**config.mk**
```make
export PLATFORM = sky130hd
export DESIGN_NAME = core_axi_manager
export DESIGN_NICKNAME = d
export VERILOG_FILES = /design/src/verilog/core_mem_pkg.sv /design/src/verilog/core_axi_manager.sv
export SDC_FILE = /design/constraint.sdc
export NUM_CORES = 1
export LEC_CHECK = 0
export BUFFER_PORTS_ARGS = -buffer_cell sky130_fd_sc_hd__buf_4
export CELL_PAD_IN_SITES_DETAIL_PLACEMENT = 0
export CELL_PAD_IN_SITES_GLOBAL_PLACEMENT = 1
export CORE_AREA = 2 2 173 175
export DETAILED_ROUTE_END_ITERATION = 7
export DIE_AREA = 0 0 175 177
export HOLD_SLACK_MARGIN = 0.08
export PLACE_DENSITY = 0.66
export SKIP_LAST_GASP = 1
export SLEW_MARGIN = 20
export SYNTH_ARGS = -nofsm -noshare
export SYNTH_HDL_FRONTEND = slang
export SYNTH_SLANG_ARGS = --single-unit
```
**constraint.sdc**
```tcl
create_clock -name i_clk -period 4 [get_ports i_clk]
set_clock_uncertainty 0.15 [all_clocks]
set_input_delay 1 -clock i_clk [delete_from_list [all_inputs] [get_ports i_clk]]
set_output_delay 1 -clock i_clk [all_outputs]
set_load 0.03 [all_outputs]
```
**src/verilog/core_mem_pkg.sv**
```systemverilog
//**********************************************************
// Core memory port shared types
// Requestor-side request and response structs, the packed
// AXI channel bundles and the access size encoding
//**********************************************************

package core_mem_pkg;

    parameter int PADDR_WIDTH = 32; // Physical address width

    typedef logic [31:0] word_t;
    typedef logic [PADDR_WIDTH-1:0] paddr_t;

    // Access size, also used to pick strobes and read lanes
    typedef enum logic [1:0] {
        SIZE_BYTE     = 2'b00,
        SIZE_HALFWORD = 2'b01,
        SIZE_WORD     = 2'b10
    } size_e;

    // One requestor's request
    // Fields stay stable from valid until the ready pulse
    typedef struct packed {
        logic   valid;
        logic   wen_nren; // High for a write, low for a read
        size_e  size;
        paddr_t addr;     // Byte address, low bits pick the lane
        word_t  wdata;    // Right-aligned store data
    } limp_req_t;

    // Response back to one requestor
    typedef struct packed {
        logic  ready;     // One-cycle pulse at completion
        word_t rdata;     // Zero-extended, valid with ready
    } limp_rsp_t;

    // Signals driven by the manager side of the AXI port
    typedef struct packed {
        logic       arvalid;
        paddr_t     araddr;
        logic       rready;
        logic       awvalid;
        paddr_t     awaddr;
        logic       wvalid;
        word_t      wdata;
        logic [3:0] wstrb;  // One bit per byte lane
    } axi_mreq_t;

    // Signals driven by the slave side
    // No bready here, the manager always accepts B at once
    typedef struct packed {
        logic  arready;
        logic  rvalid;
        word_t rdata;
        logic  awready;
        logic  wready;
        logic  bvalid;
    } axi_srsp_t;

endpackage : core_mem_pkg

```
**src/verilog/core_axi_manager.sv**
```systemverilog
//**********************************************************
// Core AXI manager
// Fixed-priority arbiter over the requestor ports, held for
// a whole transaction, and a single-beat AXI state machine
// with byte-lane strobes and read-lane extraction
//**********************************************************

`timescale 1ns/1ps

module core_axi_manager #(
    parameter int NUM_REQUESTORS = 3
) (
    input  logic                    i_clk,
    input  logic                    i_rst_n,
    input  core_mem_pkg::limp_req_t limp_req [NUM_REQUESTORS-1:0],
    output core_mem_pkg::limp_rsp_t limp_rsp [NUM_REQUESTORS-1:0],
    output core_mem_pkg::axi_mreq_t axi_req,
    input  core_mem_pkg::axi_srsp_t axi_rsp
);

    localparam int GNT_W = (NUM_REQUESTORS > 1) ? $clog2(NUM_REQUESTORS) : 1;

    typedef enum logic [2:0] {
        IDLE,
        SEND_RADDR,
        GET_RDATA,
        SEND_WADDR,
        SEND_WDATA,
        GET_BRESP
    } state_e;

    state_e                  state;
    state_e                  next_state;
    logic [GNT_W-1:0]        sel_idx;    // Lowest valid requestor
    logic [GNT_W-1:0]        grant_q;    // Owner of the running transaction
    logic                    any_valid;
    logic                    w_sent_q;   // W beat went out before AW
    logic                    done;       // Final handshake of the transaction
    core_mem_pkg::limp_req_t cur_req;
    logic [4:0]              lane_shift;
    core_mem_pkg::word_t     rd_shifted;
    core_mem_pkg::word_t     rd_data;

    // Channel handshakes
    logic ar_xfer;
    logic r_xfer;
    logic aw_xfer;
    logic w_xfer;

    assign ar_xfer = axi_req.arvalid && axi_rsp.arready;
    assign r_xfer  = axi_req.rready  && axi_rsp.rvalid;
    assign aw_xfer = axi_req.awvalid && axi_rsp.awready;
    assign w_xfer  = axi_req.wvalid  && axi_rsp.wready;

    // Priority encoder, scanned from the top so index 0 wins
    always_comb begin
        sel_idx   = '0;
        any_valid = 1'b0;
        for (int i = NUM_REQUESTORS - 1; i >= 0; i--) begin
            if (limp_req[i].valid) begin
                sel_idx   = GNT_W'(i);
                any_valid = 1'b1;
            end
        end
    end

    // Grant only moves while idle
    always_ff @(posedge i_clk) begin
        if (!i_rst_n) begin
            grant_q <= '0;
        end else if (state == IDLE && any_valid) begin
            grant_q <= sel_idx;
        end
    end

    assign cur_req = limp_req[grant_q]; // Held stable by the requestor until ready

    always_ff @(posedge i_clk) begin
        if (!i_rst_n) begin
            state    <= IDLE;
            w_sent_q <= 1'b0;
        end else begin
            state <= next_state;
            if (state == SEND_WADDR && w_xfer) begin
                w_sent_q <= 1'b1;
            end else if (state != SEND_WADDR) begin
                w_sent_q <= 1'b0;
            end
        end
    end

    always_comb begin
        next_state = state;
        unique case (state)
            IDLE: begin
                if (any_valid) begin
                    next_state = limp_req[sel_idx].wen_nren ? SEND_WADDR : SEND_RADDR;
                end
            end
            SEND_RADDR: if (ar_xfer) next_state = GET_RDATA;
            GET_RDATA:  if (r_xfer)  next_state = IDLE;
            SEND_WADDR: begin
                // AW and W go out together, W may finish first
                if (aw_xfer && (w_xfer || w_sent_q)) begin
                    next_state = GET_BRESP;
                end else if (aw_xfer) begin
                    next_state = SEND_WDATA;
                end
            end
            SEND_WDATA: if (w_xfer) next_state = GET_BRESP;
            GET_BRESP:  if (axi_rsp.bvalid) next_state = IDLE; // bready is implied high
            default:    next_state = IDLE;
        endcase
    end

    // Valids straight from state
    assign axi_req.arvalid = (state == SEND_RADDR);
    assign axi_req.rready  = (state == GET_RDATA);
    assign axi_req.awvalid = (state == SEND_WADDR);
    assign axi_req.wvalid  = (state == SEND_WADDR && !w_sent_q) || (state == SEND_WDATA);

    assign done = r_xfer || (state == GET_BRESP && axi_rsp.bvalid);

    // Word-aligned addresses, sub-word handled by strobes and lanes
    assign axi_req.araddr = {cur_req.addr[core_mem_pkg::PADDR_WIDTH-1:2], 2'b00};
    assign axi_req.awaddr = {cur_req.addr[core_mem_pkg::PADDR_WIDTH-1:2], 2'b00};

    always_comb begin
        unique case (cur_req.size)
            core_mem_pkg::SIZE_BYTE: begin
                axi_req.wstrb = 4'b0001 << cur_req.addr[1:0];
                axi_req.wdata = {4{cur_req.wdata[7:0]}};  // Byte in every lane
                lane_shift    = {cur_req.addr[1:0], 3'b000};
            end
            core_mem_pkg::SIZE_HALFWORD: begin
                axi_req.wstrb = cur_req.addr[1] ? 4'b1100 : 4'b0011;
                axi_req.wdata = {2{cur_req.wdata[15:0]}}; // Half in both halves
                lane_shift    = {cur_req.addr[1], 4'b0000};
            end
            default: begin
                axi_req.wstrb = 4'b1111;
                axi_req.wdata = cur_req.wdata;
                lane_shift    = 5'd0;
            end
        endcase
    end

    // Read lane down to bit 0, then zero-extend
    assign rd_shifted = axi_rsp.rdata >> lane_shift;

    always_comb begin
        unique case (cur_req.size)
            core_mem_pkg::SIZE_BYTE:     rd_data = {24'h0, rd_shifted[7:0]};
            core_mem_pkg::SIZE_HALFWORD: rd_data = {16'h0, rd_shifted[15:0]};
            default:                     rd_data = rd_shifted;
        endcase
    end

    // Ready pulse to the owner only, data fanned out to all
    always_comb begin
        for (int i = 0; i < NUM_REQUESTORS; i++) begin
            limp_rsp[i].ready = done && (grant_q == GNT_W'(i));
            limp_rsp[i].rdata = rd_data;
        end
    end

endmodule : core_axi_manager

```
; ---- Yosys cells after proc, flatten, opt, wreduce, memory -nomap -nowiden
; Cells that the tools add are included.
[word_totals]
input_bits = 243
n_memories = 0
romBits = 0
ram_bits = 0
reg_bits = 6
latchBits = 0
wordCells = 68
[classes]
div = 0
mux = 25
n_mul = 0
eq_ne = 15
bitwise_logic = 0
shifts = 2
magnitude_cmp = 2
reduce_logical = 21
addsub = 0
[op_table]
columns = op, count
row1 = binary-select mux 68 bit (select 2 bit), 2
row2 = one-hot mux 36 bit (2 select lines), 1
row3 = 2-to-1 mux 67 bit, 1
row4 = 2-to-1 mux 66 bit, 1
row5 = one-hot mux 32 bit (2 select lines), 1
row6 = right shift 32 x 5 -> 32 bit, 1
row7 = 2-to-1 mux 3 bit, 7
row8 = one-hot mux 3 bit (6 select lines), 1
row9 = logical AND 1 bit, 12
row10 = one-hot mux 5 bit (2 select lines), 1
row11 = 2-to-1 mux 2 bit, 4
row12 = "equality test 3 x 2 -> 1 bit, second input constant", 2
row13 = "equality test 3 bit, second input constant", 2
row14 = "< comparator 2 x 3 -> 1 bit, second input constant", 2
row15 = "inequality test 2 bit, second input constant", 3
row16 = AND reduction 6 bit, 1
row17 = 2-to-1 mux 1 bit, 5
row18 = "equality test 2 x 1 -> 1 bit, second input constant", 2
row19 = zero test 2 bit, 2
row20 = 2-to-1 mux 4 bit, 1
row21 = "inequality test 2 x 1 -> 1 bit, second input constant", 2
row22 = "<< shifter 1 x 2 -> 4 bit, first input constant", 1
row23 = "equality test 3 x 1 -> 1 bit, second input constant", 1
row24 = zero test 3 bit, 1
row25 = other kinds (6), 8

; ---- Logic depth before layout (Yosys ltp)
; Gate-level depths: netlist (run 1).
[logic_depth]
word_depth = 8
mapped_depth = 9

; ---- Worst setup path after synthesis (run 1)
; No wires, ideal clock.
[synth_timing]
path_type = input-to-output
from = in limp_req[133] in the netlist's numbering
to = out limp_rsp[33] in the netlist's numbering
arrival_time_ps = 2934
stages = 8
path_buffers = 3
setup_slack_ps = -84
cell_sequence = mux2i_2 -> o2bb2ai_1 -> or3b_1 -> buf_6 -> buf_6 -> mux2i_1 -> mux2i_1 -> buf_4
[synth_rtl]
columns = item, line
row1 = "start, declared", core_axi_manager.sv:15  ; input core_mem_pkg::limp_req_t limp_req [NUM_REQUESTORS-1:0],
row2 = "end, declared", core_axi_manager.sv:16  ; output core_mem_pkg::limp_rsp_t limp_rsp [NUM_REQUESTORS-1:0],

==> flow_summary.ini, run 1 <==
[timing]
timing.fmax_ghz = 0.259
tightestPinTransition_ps = 564
slew_headroom_pct = 62.4
hold_viol_final = 0
rsz0062_at_grt = no
min_period_ps = 3860
setup_viol = 0
finalMaxSlewViolations = 0
fin_crit_sh_pct = 96.4

[drt]
via_count = 4789
drc = 0
wl_um = 22300
first_iter_violations = 146
vias_per_cell = 3.87
final_antenna_net_count = 0
dr.pass1.iters = 4
wl_per_cell_um = 18.0

[cts]
cts_buffer_depth = 2
worstSkewPairLatency_ps = 220
clkSlewWorstSetupHoldPaths_ps = 30
numCtsBuffers = 3
cts-htree-levels = 1
post-cts-setup-buffers = 0
clock_sinks = 6
cts-resized-gates = 0
ctsHoldBuffers = 0
cts_tree = yes
clock-root-buffer = clkbuf_16

[yosys]
netlist_instances = 506
yosysSeqAreaShare_pct = 3.54
synth_cell_types = 38
synth_edf_count = 0
ys_ff_latch = 6
synth_area_um2 = 3400
yosysWarnings = 0
syn_area_per_cell_um2 = 6.71
ys_async_sr_fraction_pct = 0
ys.flop_type = dfxtp_1

[critical_path]
start_kind = primary input
slowest_stage = or3b_1
endpoint_kind = primary output
crit_type = in -> out
crit_arrival_ps = 2710
cp_max_fo = 15
timing.critical_path.buf_inv = 3
cp.required_ps = 2850
slowest_delay_ps = 420
crit_family = multiplexers
cp_cell_sequence = buf_4 > mux2i_2 > o2bb2ai_1 > or3b_1 > buf_12 > mux2i_1 > mux2i_1 > buf_4

[layout]
finalInstanceArea_um2 = 6650
area_growth_pct = 95.8
finalNetCount = 1092
fillers = 3320
final_cell_mix = 468 x buf_4, 95 x mux2i_1, 59 x nand2_1
drive_gt1_share_pct = 57.0
antenna_cells = 0
final_common_cell = buf_4
final_cells = 1238

[grt]
grt_usage_pct = 13.1
grt_pass1_vias = 4723
grt_pass1_wl_um = 30600
grt_max_degree = 48
grt-ovfl-total = 0
antenna_found_initial = 0

[floorplan]
die_w_um = 175
die_h_um = 177
dieArea_um2 = 31000
rows = 63
io-pin-count = 446
core_area_um2 = 29200
start_util_pct = 11.6

[power_and_ir_drop]
p_leak_uw = 0.00329
peakVddDrop_v = 0.000209
p_per_area_nw_per_um2 = 640

[placement]
hpwl_um = 19700
gp_congestion = 0.816
post_dp_cell_area_um2 = 6570
portBuffers = 441
dp_cells = 1234

[outcome]
status = finished, final reports clean

[worst_hold_path]
min_path_type = reg -> reg

[run]
cap_violations = 0
[metrics by stage]
| step | hold WS (ps) | power, uW | worst slack, ps | utilization, % | TNS [ps] |
|---|---|---|---|---|---|
| 2_1_floorplan | 437 | 2780 | -83.7 | - | -872 |
| 3_3_place_gp | 465 | 4160 | 126 | 22.5 | 0 |
| 3_5_place_dp | 460 | 4150 | 138 | 22.5 | 0 |
| 4_1_cts | 471 | 4330 | 121 | 22.7 | 0 |
| 5_1_grt | 491 | 4490 | 17.1 | 22.7 | 0 |
| 6_report | 474 | 4260 | 144 | 22.7 | 0 |
[state kept, by name (all words and copies together), names as in the netlist]
| register | flops |
|---|---|
| state | 3 |
| grant_q | 2 |
| w_sent_q | 1 |
[synth_stat cells (all sizes together), types with 2 or more instances]
cell type / instances / area, um^2
a211oi: 16 / 120
nand2: 59 / 221
nor3b: 6 / 45.0
nor3: 5 / 25.0
and2: 18 / 113
nor2b: 6 / 45.0
mux2i: 96 / 965
clkbuf: 16 / 60.1
nand3b: 2 / 15.0
inv: 11 / 41.3
a22oi: 2 / 15.0
a21oi: 43 / 215
o2bb2ai: 5 / 50.0
nor2: 41 / 156
buf: 120 / 860
o21ai: 40 / 200
dfxtp: 6 / 120
[final cells by class]
type                            count  area [um^2]  share of cell area, %
Multi-Input combinational cell    356         2340                   35.3
Clock buffer                        4         78.8                   1.19
Inverter                           11         41.3                  0.621
Timing Repair Buffer              471         3570                   53.7
Tap cell                          390          488                   7.34
Sequential cell                     6          125                   1.88
[path summary, 6_finish.rpt]
kind                start     endpoint  slack [ps]  cells after the start
min reg2reg      state[2]     state[1]         470                      1
min              state[2]     state[1]         470                      1
max          limp_req[65]  limp_rsp[1]         140                      8
max reg2reg      state[0]     state[0]        2160                      5
[per-layer routing]
layer	global-route usage (%)	vias to the layer above	share of wire (%)
met4	1.11	0	0.43
met2	25.4	282	52
li1	-	2330	-
met5	0	-	0
met1	15.9	2173	41
met3	1.76	4	6.8
[kinds of logic after synthesis]
group                  Yosys count  share of synthesized area [%]
other                            1                          0.110
AND/OR/NAND/NOR                141                           19.2
multiplexers                    97                           29.1
AO/OA/AOI/OAI                  114                           19.9
buffers and inverters          147                           28.3
flip-flops                       6                           3.54
[worst register-to-register path: stages, from the launching register on]
cell and delay (ps):
dfxtp_1 580, nor3_1 180, a32oi_1 210, nand3_1 160, a211o_1 280, and3_1 170
[where the power goes]
| part | leakage (uW) | switching [uW] | internal (uW) | total, uW |
|---|---|---|---|---|
| logic | 0.00321 | 2510 | 1440 | 3950 |
| clock network | 0.0000382 | 32.1 | 132 | 164 |
| registers | 0.0000503 | 60.4 | 77.0 | 137 |
Power figures use the tool's default switching activity.
==> run 2, diff against run 1 <==
--- a/config.mk
+++ b/config.mk
@@ -12,7 +12,7 @@
 export DETAILED_ROUTE_END_ITERATION = 7
 export DIE_AREA = 0 0 175 177
 export HOLD_SLACK_MARGIN = 0.08
-export PLACE_DENSITY = 0.66
+export PLACE_DENSITY = 0.58
 export SKIP_LAST_GASP = 1
 export SLEW_MARGIN = 20
 export SYNTH_ARGS = -nofsm -noshare
==> flow_summary.ini, run 2 (same netlist as run 1, synthesis figures left out) <==
[drt]
wl_per_cell_um = 17.8
final_antenna_net_count = 0
drc = 0
dr.pass1.iters = 4
wl_um = 22100
vias_per_cell = 3.85
via_count = 4772
first_iter_violations = 124

[run]
cap_violations = 0

[layout]
final_cell_mix = 471 x buf_4, 95 x mux2i_1, 59 x nand2_1
drive_gt1_share_pct = 57.1
regMostFlops = state
area_growth_pct = 95.9
largest_register_ffs = 3
reg_top3 = state: 3 flops, grant_q: 2 flops, w_sent_q: 1 flops
finalNetCount = 1094
fillers = 3309
final_common_cell = buf_4
multi_input_area_um2 = 2340
fin_util_pct = 22.8
regArea_um2 = 125

[grt]
grt_max_degree = 36
antenna_found_initial = 1
grt-ovfl-total = 0
grt_pass1_wl_um = 30500
grt_usage_pct = 13.0
grt_pass1_vias = 4621

[timing]
hold_viol_final = 0
tightestPinTransition_ps = 528
fin_crit_sh_pct = 96.8
holdWs_ps = 498
worst_slack_ps = 130
finalMaxSlewViolations = 0
rsz0062_at_grt = no
timing.fmax_ghz = 0.258
min_period_ps = 3870
setup_viol = 0
tns_ps = 0
slew_headroom_pct = 64.8

[critical_path]
cp.required_ps = 2850
crit_type = in -> out
endpoint_kind = primary output
timing.critical_path.buf_inv = 4
start_kind = primary input
crit_family = buffers and inverters
startpoint = limp_req[65]
cp_common_cell = buf_4
cp_max_fo = 15
slowest_stage = or3b_1
slowest_delay_ps = 430
cp_cell_sequence = buf_4 > mux2i_2 > o2bb2ai_1 > or3b_1 > buf_12 > mux2i_1 > mux2i_1 > buf_4 > buf_4
crit_arrival_ps = 2720
rr_startpoint = state[0]

[placement]
hpwl_um = 18900
portBuffers = 441
place_ws_ps = 102
gp_congestion = 0.802

[cts]
worstSkewPairLatency_ps = 230
post-cts-setup-buffers = 0
numCtsBuffers = 3
cts_tree = yes
ctsHoldBuffers = 0
cts-resized-gates = 0
cts_buffer_depth = 2
cts-htree-levels = 1
clock-root-buffer = clkbuf_16
clock_sinks = 6
clkSlewWorstSetupHoldPaths_ps = 30

[power_and_ir_drop]
peakVddDrop_v = 0.000229
p_leak_uw = 0.00330
p_per_area_nw_per_um2 = 636

[floorplan]
rows = 63
core_area_um2 = 29200
die_w_um = 175
start_util_pct = 11.6
dieArea_um2 = 31000
die_h_um = 177
io-pin-count = 446

[worst_hold_path]
min_path_type = reg -> reg
min-delay-start = w_sent_q

[outcome]
status = finished, final reports clean
[run 2: cell count changes in the layout (fill, tap and decap cells not counted), sizes merged]
cell,before,now
buf,471,473
diode,0,1
[run 2: final timing paths]
check                 endpoint  slack, ps  cells past startpoint
hold / removal        w_sent_q        500                      3
setup / recovery  limp_rsp[38]        130                      9
hold reg to reg       w_sent_q        500                      3
setup reg to reg      state[0]       2180                      5
[run 2: report_power, final]
part / internal [uW] / switching, uW / total, uW / leakage [uW]
Clock: 132 / 34.1 / 166 / 0.0000382
Sequential: 77.0 / 68.8 / 146 / 0.0000503
Combinational: 1440 / 2480 / 3920 / 0.00321
Total: 1650 / 2580 / 4230 / 0.00330
[run 2: stage by stage]
step                      cell area (um^2)  total power, uW  std cells
after floorplan                       3410             2780        509
after global placement                6580             4130       1236
after detailed placement              6580             4120       1236
after CTS                             6650             4300       1240
after global routing                  6660             4480       1241
final                                 6660             4230       1241
[run 2: final cells by class]
class / count / area share (%)
Antenna cell: 1 / 0.0376
Clock buffer: 4 / 1.18
Multi-Input combinational cell: 356 / 35.2
Sequential cell: 6 / 1.88
Tap cell: 390 / 7.33
Inverter: 11 / 0.620
Timing Repair Buffer: 473 / 53.7
[run 2: worst min-delay path, stage by stage (launching register included)]
cell and delay (ps):
dfxtp_1 330, nor2_1 50, nor2_1 110, and2_1 130
[run 2: per-layer routing]
metal | GRT usage (%) | share of wire (%) | vias up
met5 | 0 | 0 | -
met2 | 24.2 | 51 | 272
met1 | 15.6 | 40 | 2159
li1 | - | - | 2329
met3 | 2.49 | 7.9 | 12
met4 | 1.88 | 1.2 | 0
==> run 3, diff against run 2 <==
--- a/config.mk
+++ b/config.mk
@@ -12,7 +12,7 @@
 export DETAILED_ROUTE_END_ITERATION = 7
 export DIE_AREA = 0 0 175 177
 export HOLD_SLACK_MARGIN = 0.08
-export PLACE_DENSITY = 0.58
+export PLACE_DENSITY_LB_ADDON = 0.1
 export SKIP_LAST_GASP = 1
 export SLEW_MARGIN = 20
 export SYNTH_ARGS = -nofsm -noshare
==> flow_summary.ini, run 3 (same netlist as run 1, synthesis figures left out) <==
[grt]
grt_pass1_wl_um = 30700
grt_usage_pct = 13.2
antenna_found_initial = 1
grt_max_degree = 71
grt-ovfl-total = 0
grt_pass1_vias = 4672

[power_and_ir_drop]
p_leak_uw = 0.00328
sw_frac_of_total_pct = 61.1
peakVddDrop_v = 0.000225
p_switching_uw = 2580
p_per_area_nw_per_um2 = 636
seqPwrFrac_pct = 3.0
power_frac_clock_pct = 3.9
p_int_uw = 1640
combPwrFrac_pct = 93.1

[layout]
antenna_cells = 0
area_growth_pct = 95.6
regMostFlops = state
final_cells = 1233
drive_gt1_share_pct = 56.8
largest_register_ffs = 3
final_cell_mix = 461 x buf_4, 95 x mux2i_1, 59 x nand2_1
fin_util_pct = 22.7
finalNetCount = 1087
reg_top3 = state: 3 flops, grant_q: 2 flops, w_sent_q: 1 flops
fillers = 3326
final_common_cell = buf_4

[floorplan]
dieArea_um2 = 31000
die_h_um = 177
die_w_um = 175
start_util_pct = 11.6
core_area_um2 = 29200
rows = 63
io-pin-count = 446

[timing]
rsz0062_at_grt = no
fin_crit_sh_pct = 95.2
min_period_ps = 3810
setup_viol = 0
slew_headroom_pct = 56.0
finalMaxSlewViolations = 0
worst_slack_ps = 194
timing.fmax_ghz = 0.263
tns_ps = 0
tightestPinTransition_ps = 660
hold_viol_final = 0

[placement]
hpwl_um = 19200
place_ws_ps = 161
dp_cells = 1229
gp_congestion = 0.722
portBuffers = 441

[critical_path]
startpoint = limp_req[133]
start_kind = primary input
cp_max_fo = 15
endpoint_kind = primary output
crit_type = in -> out
rr_startpoint = state[0]
cp.required_ps = 2850
crit_arrival_ps = 2660

[cts]
worstSkewPairLatency_ps = 230
clock-root-buffer = clkbuf_16
clock_sinks = 6
cts_buffer_depth = 2
ctsHoldBuffers = 0
cts_tree = yes
cts-resized-gates = 0
numCtsBuffers = 3
post-cts-setup-buffers = 0
cts-htree-levels = 1
clkSlewWorstSetupHoldPaths_ps = 30

[drt]
first_iter_violations = 103
vias_per_cell = 3.78
drc = 0
wl_per_cell_um = 18.1
final_antenna_net_count = 0
via_count = 4662
wl_um = 22300
dr.pass1.iters = 6

[worst_hold_path]
min_path_type = reg -> reg
min-delay-start = w_sent_q

[outcome]
status = finished, final reports clean

[run]
cap_violations = 0
run 3: cell count changes in the layout (fill, tap and decap cells not counted), sizes merged:
cell	before	now
diode	1	0
buf	473	466
run 3: path summary, 6_finish.rpt:
kind | endpoint | slack, ps | depth (start not counted)
worst max-delay path | limp_rsp[66] | 190 | 8
worst min-delay path | w_sent_q | 500 | 3
worst max register to register | state[0] | 2180 | 5
worst min register to register | w_sent_q | 500 | 3
run 3: worst max-delay path: stages:
cell and delay [ps]:
buf_4 110, mux2i_2 220, o2bb2ai_2 120, or3b_1 430, buf_12 180, mux2i_1 120
mux2i_1 250, buf_4 220
run 3: per-layer routing:
layer / track usage, % / vias to the layer above / wire length [um]
li1: - / 2315 / -
met1: 15.2 / 2080 / 8660
met2: 25.9 / 257 / 11900
met3: 2.43 / 8 / 1610
met4: 1.22 / 2 / 121
met5: 0 / - / 16
run 3: layout make-up:
| type | count | area [um^2] | share of cell area, % |
|---|---|---|---|
| timing repair buffer | 466 | 3560 | 53.6 |
| clock buffer | 4 | 78.8 | 1.19 |
| tap | 390 | 488 | 7.34 |
| multi-input combinational | 356 | 2350 | 35.4 |
| sequential | 6 | 125 | 1.88 |
| inverter | 11 | 41.3 | 0.621 |
run 3: per-stage QoR:
stage	total power [uW]	cell area [um^2]	hold slack (ps)
2_1_floorplan	2780	3410	437
3_3_place_gp	4170	6570	497
3_5_place_dp	4140	6570	488
4_1_cts	4320	6650	499
5_1_grt	4480	6650	535
6_report	4230	6650	498
run 3: power by group through the flow:
stage / combinational, uW / sequential [uW] / clock (uW)
3_3_place_gp: 4040 / 130 / 0
3_5_place_dp: 4010 / 129 / 0
2_1_floorplan: 2700 / 83.0 / 0
6_report: 3940 / 127 / 165
4_1_cts: 4020 / 128 / 167
5_1_grt: 4180 / 132 / 172
